[config.mk]
export PLATFORM = sky130hd
export DESIGN_NAME = core_top
export DESIGN_NICKNAME = d
export VERILOG_FILES = /design/src/source/core_pkg.sv /design/src/source/op_link_if.sv /design/src/source/core_top.sv /design/src/source/execute_unit.sv /design/src/source/issue_queue.sv /design/src/source/isa_decoder.sv
export VERILOG_INCLUDE_DIRS = /design/src /design/src/source
export SDC_FILE = /design/constraint.sdc
export NUM_CORES = 2
export LEC_CHECK = 0
export BUFFER_PORTS_ARGS = -buffer_cell sky130_fd_sc_hd__buf_2
export CAP_MARGIN = 40
export CORE_MARGIN = 5
export CORE_UTILIZATION = 50
export CTS_CLUSTER_DIAMETER = 30
export DETAILED_ROUTE_END_ITERATION = 12
export PLACE_DENSITY = 0.65
export SYNTH_ARGS = -nofsm -noshare
export SYNTH_HDL_FRONTEND = slang
export SYNTH_SLANG_ARGS = --single-unit
[constraint.sdc]
create_clock -name clk -period 7.5 [get_ports clk]
set_input_delay 1.125 -clock clk [delete_from_list [all_inputs] [get_ports clk]]
set_output_delay 1.125 -clock clk [all_outputs]
set_load 0.03 [all_outputs]
[src/source/core_cfg.svh]
`ifndef CORE_CFG_SVH
`define CORE_CFG_SVH

`define DATA_WIDTH      32
`define INST_WIDTH      32
`define REG_ADDR_WIDTH  5
`define NUM_REGS        32
`define OPCODE_WIDTH    6
`define IMM_WIDTH       16
`define SHAMT_WIDTH     5
`define ALU_OP_WIDTH    3
`define QUEUE_DEPTH     4

// register format
`define OPC_ADD   6'd1
`define OPC_SUB   6'd2
`define OPC_AND   6'd3
`define OPC_OR    6'd4
`define OPC_XOR   6'd5
`define OPC_SLL   6'd6
// immediate format
`define OPC_ADDI  6'd9
`define OPC_ANDI  6'd11
`define OPC_ORI   6'd12

`define ALU_ADD   3'd0
`define ALU_SUB   3'd1
`define ALU_AND   3'd2
`define ALU_OR    3'd3
`define ALU_XOR   3'd4
`define ALU_SLL   3'd5

`endif
[src/source/core_pkg.sv]
package core_pkg;

`include "core_cfg.svh"

  // one instruction word, two field layouts
  typedef union packed {
    struct packed {
      logic [`OPCODE_WIDTH-1:0]   opcode;
      logic [`REG_ADDR_WIDTH-1:0] rs;
      logic [`REG_ADDR_WIDTH-1:0] rt;
      logic [`REG_ADDR_WIDTH-1:0] rd;
      logic [`SHAMT_WIDTH-1:0]    shamt;
      logic [5:0]                 spare;
    } r;
    struct packed {
      logic [`OPCODE_WIDTH-1:0]   opcode;
      logic [`REG_ADDR_WIDTH-1:0] rs;
      logic [`REG_ADDR_WIDTH-1:0] rt;
      logic [`IMM_WIDTH-1:0]      imm;
    } i;
  } instr_word_u;

endpackage

[src/source/op_link_if.sv]
`timescale 1ns/1ps

`include "core_cfg.svh"

interface op_link_if;
  logic                       valid;
  logic [`ALU_OP_WIDTH-1:0]   alu_op;
  logic [`REG_ADDR_WIDTH-1:0] rs;
  logic [`REG_ADDR_WIDTH-1:0] rt;
  logic [`REG_ADDR_WIDTH-1:0] dst;
  logic                       use_imm;
  logic [`IMM_WIDTH-1:0]      imm;
  logic [`SHAMT_WIDTH-1:0]    shamt;
  // slot freed at the receiver
  logic                       credit;

  modport sender (
    output valid, alu_op, rs, rt, dst, use_imm, imm, shamt,
    input  credit
  );
  modport receiver (
    input  valid, alu_op, rs, rt, dst, use_imm, imm, shamt,
    output credit
  );
endinterface

[src/source/core_top.sv]
`timescale 1ns/1ps

`include "core_cfg.svh"

module core_top (
  input  logic                       clk,
  input  logic                       rst,
  input  logic                       instr_valid,
  input  logic [`INST_WIDTH-1:0]     instr,
  output logic                       instr_ready,
  input  logic                       exec_hold,
  output logic                       wb_valid,
  output logic [`REG_ADDR_WIDTH-1:0] wb_reg,
  output logic [`DATA_WIDTH-1:0]     wb_data
);

  // decoder to queue, queue to execute
  op_link_if link_dq ();
  op_link_if link_qx ();

  isa_decoder #(
    .CREDITS (`QUEUE_DEPTH)
  ) i_isa_decoder (
    .clk         (clk),
    .rst         (rst),
    .instr_valid (instr_valid),
    .instr       (instr),
    .instr_ready (instr_ready),
    .link        (link_dq.sender)
  );

  issue_queue #(
    .DEPTH (`QUEUE_DEPTH)
  ) i_issue_queue (
    .clk      (clk),
    .rst      (rst),
    .in_link  (link_dq.receiver),
    .out_link (link_qx.sender)
  );

  execute_unit i_execute_unit (
    .clk      (clk),
    .rst      (rst),
    .hold     (exec_hold),
    .link     (link_qx.receiver),
    .wb_valid (wb_valid),
    .wb_reg   (wb_reg),
    .wb_data  (wb_data)
  );

endmodule

[src/source/execute_unit.sv]
`timescale 1ns/1ps

`include "core_cfg.svh"

module execute_unit (
  input  logic                       clk,
  input  logic                       rst,
  input  logic                       hold,
  op_link_if.receiver                link,
  output logic                       wb_valid,
  output logic [`REG_ADDR_WIDTH-1:0] wb_reg,
  output logic [`DATA_WIDTH-1:0]     wb_data
);

  logic [`DATA_WIDTH-1:0]     regs [`NUM_REGS];

  logic                       op_valid;
  logic [`ALU_OP_WIDTH-1:0]   op_alu;
  logic [`REG_ADDR_WIDTH-1:0] op_rs;
  logic [`REG_ADDR_WIDTH-1:0] op_rt;
  logic [`REG_ADDR_WIDTH-1:0] op_dst;
  logic                       op_use_imm;
  logic [`IMM_WIDTH-1:0]      op_imm;
  logic [`SHAMT_WIDTH-1:0]    op_shamt;

  logic                       res_valid;
  logic [`REG_ADDR_WIDTH-1:0] res_dst;
  logic [`DATA_WIDTH-1:0]     res_data;

  logic                       advance;
  logic [`DATA_WIDTH-1:0]     a_val;
  logic [`DATA_WIDTH-1:0]     rt_val;
  logic [`DATA_WIDTH-1:0]     b_val;
  logic [`DATA_WIDTH-1:0]     alu_out;

  assign advance     = op_valid && !hold;
  assign link.credit = advance;

  ////////////////////////////////////////
  // operand stage
  ////////////////////////////////////////

  always_ff @(posedge clk) begin
    if (rst) begin
      op_valid <= 1'b0;
    end else if (link.valid) begin
      op_valid <= 1'b1;
    end else if (advance) begin
      op_valid <= 1'b0;
    end
  end

  always_ff @(posedge clk) begin
    if (link.valid) begin
      op_alu     <= link.alu_op;
      op_rs      <= link.rs;
      op_rt      <= link.rt;
      op_dst     <= link.dst;
      op_use_imm <= link.use_imm;
      op_imm     <= link.imm;
      op_shamt   <= link.shamt;
    end
  end

  // bypass from the result register, r0 never forwarded
  assign a_val  = (res_valid && res_dst != '0 && res_dst == op_rs) ? res_data : regs[op_rs];
  assign rt_val = (res_valid && res_dst != '0 && res_dst == op_rt) ? res_data : regs[op_rt];
  assign b_val  = op_use_imm ? {{(`DATA_WIDTH - `IMM_WIDTH){1'b0}}, op_imm} : rt_val;

  always_comb begin
    case (op_alu)
      `ALU_ADD: alu_out = a_val + b_val;
      `ALU_SUB: alu_out = a_val - b_val;
      `ALU_AND: alu_out = a_val & b_val;
      `ALU_OR:  alu_out = a_val | b_val;
      `ALU_XOR: alu_out = a_val ^ b_val;
      `ALU_SLL: alu_out = a_val << op_shamt;
      default:  alu_out = '0;
    endcase
  end

  ////////////////////////////////////////
  // result register and write-back
  ////////////////////////////////////////

  always_ff @(posedge clk) begin
    if (rst) begin
      res_valid <= 1'b0;
    end else begin
      res_valid <= advance;
    end
  end

  always_ff @(posedge clk) begin
    if (advance) begin
      res_dst  <= op_dst;
      res_data <= alu_out;
    end
  end

  always_ff @(posedge clk) begin
    if (rst) begin
      for (int i = 0; i < `NUM_REGS; i++) begin
        regs[i] <= '0;
      end
    end else if (res_valid && res_dst != '0) begin
      regs[res_dst] <= res_data;
    end
  end

  assign wb_valid = res_valid;
  assign wb_reg   = res_dst;
  assign wb_data  = res_data;

endmodule

[src/source/issue_queue.sv]
`timescale 1ns/1ps

`include "core_cfg.svh"

module issue_queue #(
  parameter int DEPTH = `QUEUE_DEPTH
) (
  input  logic        clk,
  input  logic        rst,
  op_link_if.receiver in_link,
  op_link_if.sender   out_link
);

  localparam int ENTRY_W = `ALU_OP_WIDTH + 3 * `REG_ADDR_WIDTH + 1 + `IMM_WIDTH +
                           `SHAMT_WIDTH;
  localparam int PTR_W   = (DEPTH > 1) ? $clog2(DEPTH) : 1;
  localparam int CNT_W   = $clog2(DEPTH + 1);

  logic [ENTRY_W-1:0] mem [DEPTH];
  logic [PTR_W-1:0]   wr_ptr;
  logic [PTR_W-1:0]   rd_ptr;
  logic [CNT_W-1:0]   count;
  logic               exec_credit;
  logic               send;
  logic [ENTRY_W-1:0] head;

  // one slot downstream, credit may come back in the same cycle
  assign send = (count != '0) && (exec_credit || out_link.credit);
  assign head = mem[rd_ptr];

  assign out_link.valid = send;
  assign {out_link.alu_op, out_link.rs, out_link.rt, out_link.dst, out_link.use_imm,
          out_link.imm, out_link.shamt} = head;
  // freed slot goes straight back to the decoder
  assign in_link.credit = send;

  always_ff @(posedge clk) begin
    if (in_link.valid) begin
      mem[wr_ptr] <= {in_link.alu_op, in_link.rs, in_link.rt, in_link.dst, in_link.use_imm,
                      in_link.imm, in_link.shamt};
    end
  end

  always_ff @(posedge clk) begin
    if (rst) begin
      wr_ptr      <= '0;
      rd_ptr      <= '0;
      count       <= '0;
      exec_credit <= 1'b1;
    end else begin
      if (in_link.valid) begin
        wr_ptr <= (wr_ptr == PTR_W'(DEPTH - 1)) ? '0 : wr_ptr + 1'b1;
      end
      if (send) begin
        rd_ptr <= (rd_ptr == PTR_W'(DEPTH - 1)) ? '0 : rd_ptr + 1'b1;
      end
      count <= count + CNT_W'(in_link.valid) - CNT_W'(send);
      if (send && !out_link.credit) begin
        exec_credit <= 1'b0;
      end else if (out_link.credit && !send) begin
        exec_credit <= 1'b1;
      end
    end
  end

endmodule

[src/source/isa_decoder.sv]
`timescale 1ns/1ps

`include "core_cfg.svh"

module isa_decoder #(
  parameter int CREDITS = `QUEUE_DEPTH
) (
  input  logic                   clk,
  input  logic                   rst,
  input  logic                   instr_valid,
  input  logic [`INST_WIDTH-1:0] instr,
  output logic                   instr_ready,
  op_link_if.sender              link
);

  localparam int CNT_W = $clog2(CREDITS + 1);

  core_pkg::instr_word_u      word;
  logic                       is_op;
  logic [`ALU_OP_WIDTH-1:0]   alu_op;
  logic [`REG_ADDR_WIDTH-1:0] dst;
  logic                       use_imm;
  logic                       accept;
  logic                       take;
  logic [CNT_W-1:0]           credit_cnt;

  assign word = instr;

  ////////////////////////////////////////
  // opcode decode
  ////////////////////////////////////////

  always_comb begin
    is_op   = 1'b1;
    alu_op  = `ALU_ADD;
    dst     = word.r.rd;
    use_imm = 1'b0;
    case (word.r.opcode)
      `OPC_ADD: alu_op = `ALU_ADD;
      `OPC_SUB: alu_op = `ALU_SUB;
      `OPC_AND: alu_op = `ALU_AND;
      `OPC_OR:  alu_op = `ALU_OR;
      `OPC_XOR: alu_op = `ALU_XOR;
      `OPC_SLL: alu_op = `ALU_SLL;
      `OPC_ADDI, `OPC_ANDI, `OPC_ORI: begin
        // immediate format writes rt
        dst     = word.i.rt;
        use_imm = 1'b1;
        if (word.i.opcode == `OPC_ANDI) begin
          alu_op = `ALU_AND;
        end else if (word.i.opcode == `OPC_ORI) begin
          alu_op = `ALU_OR;
        end
      end
      default: is_op = 1'b0;
    endcase
  end

  assign instr_ready = (credit_cnt != '0);
  assign accept      = instr_valid && instr_ready;
  // nops are swallowed here
  assign take        = accept && is_op;

  always_ff @(posedge clk) begin
    if (rst) begin
      link.valid <= 1'b0;
      credit_cnt <= CNT_W'(CREDITS);
    end else begin
      link.valid <= take;
      credit_cnt <= credit_cnt - CNT_W'(take) + CNT_W'(link.credit);
    end
  end

  always_ff @(posedge clk) begin
    if (take) begin
      link.alu_op  <= alu_op;
      link.rs      <= word.r.rs;
      link.rt      <= word.r.rt;
      link.dst     <= dst;
      link.use_imm <= use_imm;
      link.imm     <= word.i.imm;
      link.shamt   <= word.r.shamt;
    end
  end

endmodule

==> impl_metrics.json <==
{
  "routed_wirelength_um": 263400,
  "period_share": 0.9605,
  "tightest_slew_ps": 1199,
  "layout_commonest_cell": "edfxtp_1",
  "yosys.area.top_type_share": 0.5420,
  "path_max_fanout": 38,
  "cts_sinks": 1285,
  "slowest_stage": "nor3_1",
  "filler_cell_count": 10570,
  "vdd_drop_max_v": 0.0003518,
  "synth-main-ff-cell": "edfxtp_1",
  "grt_first_pass_wirelength_um": 373100,
  "cts_setup_buffers": 0,
  "end_kind": "flop",
  "numPortBuffers": 74,
  "status": "completed",
  "fin_area_mm2": 0.08439,
  "rsz0062_at_grt": "false",
  "startpoint_type": "flop",
  "synth_seq_area_share": 0.5460,
  "p_leak_uw": 0.03049,
  "regMostFlops": "i_execute_unit.regs",
  "synthToLayoutAreaGrowth_pct": 19.84,
  "setup_violations": 0,
  "holdBufCountCts": 0,
  "ys_ff_latch": 1285,
  "p_per_area_mw_per_mm2": 496.4,
  "final_hold_viol_count": 0,
  "period_minus_slack_ps": 7203,
  "firstDrtPassIters": 6,
  "finalSetupTns_ps": 0,
  "synth_top_cell_by_area": "edfxtp_1",
  "cts_tree": "done",
  "path_clk_slew_ps": 40,
  "multi_input_area_mm2": 0.02944,
  "slew_violations": 0,
  "drtAntennaViolNets": 0,
  "placed_area_mm2": 0.07413,
  "syn_inst": 5119,
  "core_area_mm2": 0.1397,
  "rows": 137,
  "grt.met1_usage": 0.4591,
  "seqCellArea_mm2": 0.03845,
  "grtUsageMet2": 0.5191,
  "grt_overflow": 0,
  "antenna_found_initial": 7,
  "routabilityCongestion": 0.9899,
  "synth_cell_types": 94,
  "hold_class": "input pin to flop",
  "grt_pass1_vias": 51480,
  "relSlewSlack": 0.2004,
  "drv_cap": 0,
  "root_buffer": "clkbuf_16",
  "synth_edf_count": 1271,
  "finalClockSkew_ps": 81.46,
  "largest_reg_flops": 1024,
  "cts_made_buffers": 308,
  "die_x_um": 385.3,
  "dp_hpwl_um": 166100,
  "nets": 5459,
  "io_pins": 75,
  "clkLatencyLatePin_ps": 920,
  "htreeDepth": 5,
  "required_ps": 8140,
  "post_drt_wl_per_cell_um": 35.53,
  "cts_resized": 0,
  "grt_start_max_net_pins": 129,
  "gr-usage-all-layers": 0.3526,
  "drtIter0Drc": 8051,
  "drive_gt1_frac": 0.2665,
  "crit_chain": "buf_4, buf_12, buf_4, mux4_2, mux2i_1, o22ai_1, nor2_1, a311oi_1, or3_1, nor3_1, a21o_1, xnor2_1, ha_1, a21oi_1, nand2_1, nor2_1, o21ai_0, and3_1, or4_1, a31o_2",
  "top_usage_layer": "met2",
  "path_class": "flop to flop",
  "max_stage_delay_ps": 680,
  "synth_area_mm2": 0.07042,
  "met3_usage": 0.1045,
  "cp.arrival_ps": 7840,
  "initial_core_util": 0.5041,
  "dieArea_mm2": 0.1484,
  "max_freq_mhz": 138.8,
  "drt-vias-per-instance": 6.985,
  "layout_common_cells": "edfxtp_1, nor3_1, mux4_2, and2_1, clkbuf_16",
  "syn_avg_cell_area_um2": 13.76,
  "clockBufferDepth": 4,
  "drc": 0,
  "synthTopCellsByArea": "edfxtp_1, mux4_2, nor3_1",
  "fp.dieH_um": 385.3,
  "vias": 51800,
  "yosysWarnings": 0,
  "async_flop_share": 0
}
per-layer routing:
layer	vias up	share of wire
li1	20630	-
met1	25860	0.35
met2	4291	0.44
met3	1018	0.14
met4	2	0.078
met5	-	0.000030
power breakdown:
part | leakage (uW) | internal [uW] | switching, uW
Clock | 0.00500 | 9160 | 4170
Sequential | 0.0129 | 8500 | 429
Combinational | 0.0126 | 7460 | 12200
critical path, delay by kind of cell (launching register included):
| kind | cells | cell delay [ps] |
|---|---|---|
| mux | 2 | 880 |
| simple gates | 7 | 2730 |
| compound gates | 6 | 1510 |
| buf+inv | 3 | 870 |
| xor+xnor | 1 | 70 |
| flops | 1 | 460 |
| fa+ha+maj | 1 | 370 |
path summary, 6_finish.rpt:
| path | startpoint | to | slack, ps | cells after the start |
|---|---|---|---|---|
| max reg2reg | i_execute_unit.op_rt[0] | i_execute_unit.wb_data[30] | 300 | 20 |
| min reg2reg | i_execute_unit.op_dst[3] | i_execute_unit.wb_reg[3] | 420 | 0 |
| min | instr[23] | i_isa_decoder.link.rs[2] | 390 | 1 |
| max | i_execute_unit.op_rt[0] | i_execute_unit.wb_data[30] | 300 | 20 |
cell families (layout without fill, tap and decap cells):
group	count (synthesis)	after routing	synth area share
compound gates	625	625	0.06222
xor+xnor	67	67	0.008333
fa+ha+maj	114	114	0.02057
buf+inv	655	1039	0.03996
flops	1285	1285	0.5460
mux	824	824	0.2067
other cells	1	37	0.00005325
simple gates	1548	1548	0.1162
Yosys cell counts (22+ instances only):
cell type,instances
nor4_1,22
a211oi_1,29
nand4_1,24
o21ai_0,83
nand2_1,154
ha_1,111
buf_2,53
edfxtp_1,1271
buf_1,44
inv_1,120
a21o_1,23
clkbuf_1,395
nor3_1,649
mux2_2,35
nand3_1,27
xnor2_1,55
and2_1,388
a22oi_1,79
nor2b_1,24
nor2_1,139
o22ai_1,71
or2_2,38
mux4_2,485
a21oi_1,116
a221oi_1,41
nand2b_1,26
mux2i_1,291
through the flow:
step / hold slack (ps) / util / worst slack, ps / std cells / power [uW]
finish: 390.3 / 0.6041 / 296.5 / 7415 / 41890
global route: 364.6 / 0.6040 / 94.59 / 7410 / 43180
CTS: 350.0 / 0.6040 / 491.7 / 7410 / 41310
detailed placement: 418.3 / 0.5306 / 468.7 / 6875 / 27920
global placement: 402.6 / 0.5248 / 127.8 / 6831 / 27710
floorplan: 400.3 / - / 1365 / 5150 / 21320
cell type report:
class                           count  share of cell area
Clock buffer                      338             0.09392
Clock inverter                    197             0.02755
Timing Repair Buffer              381             0.04067
Multi-Input combinational cell   3210              0.3488
Antenna cell                        5           0.0001483
Inverter                          123            0.005471
Tap cell                         1876             0.02781
Sequential cell                  1285              0.4556
Power figures use the tool's default switching activity.
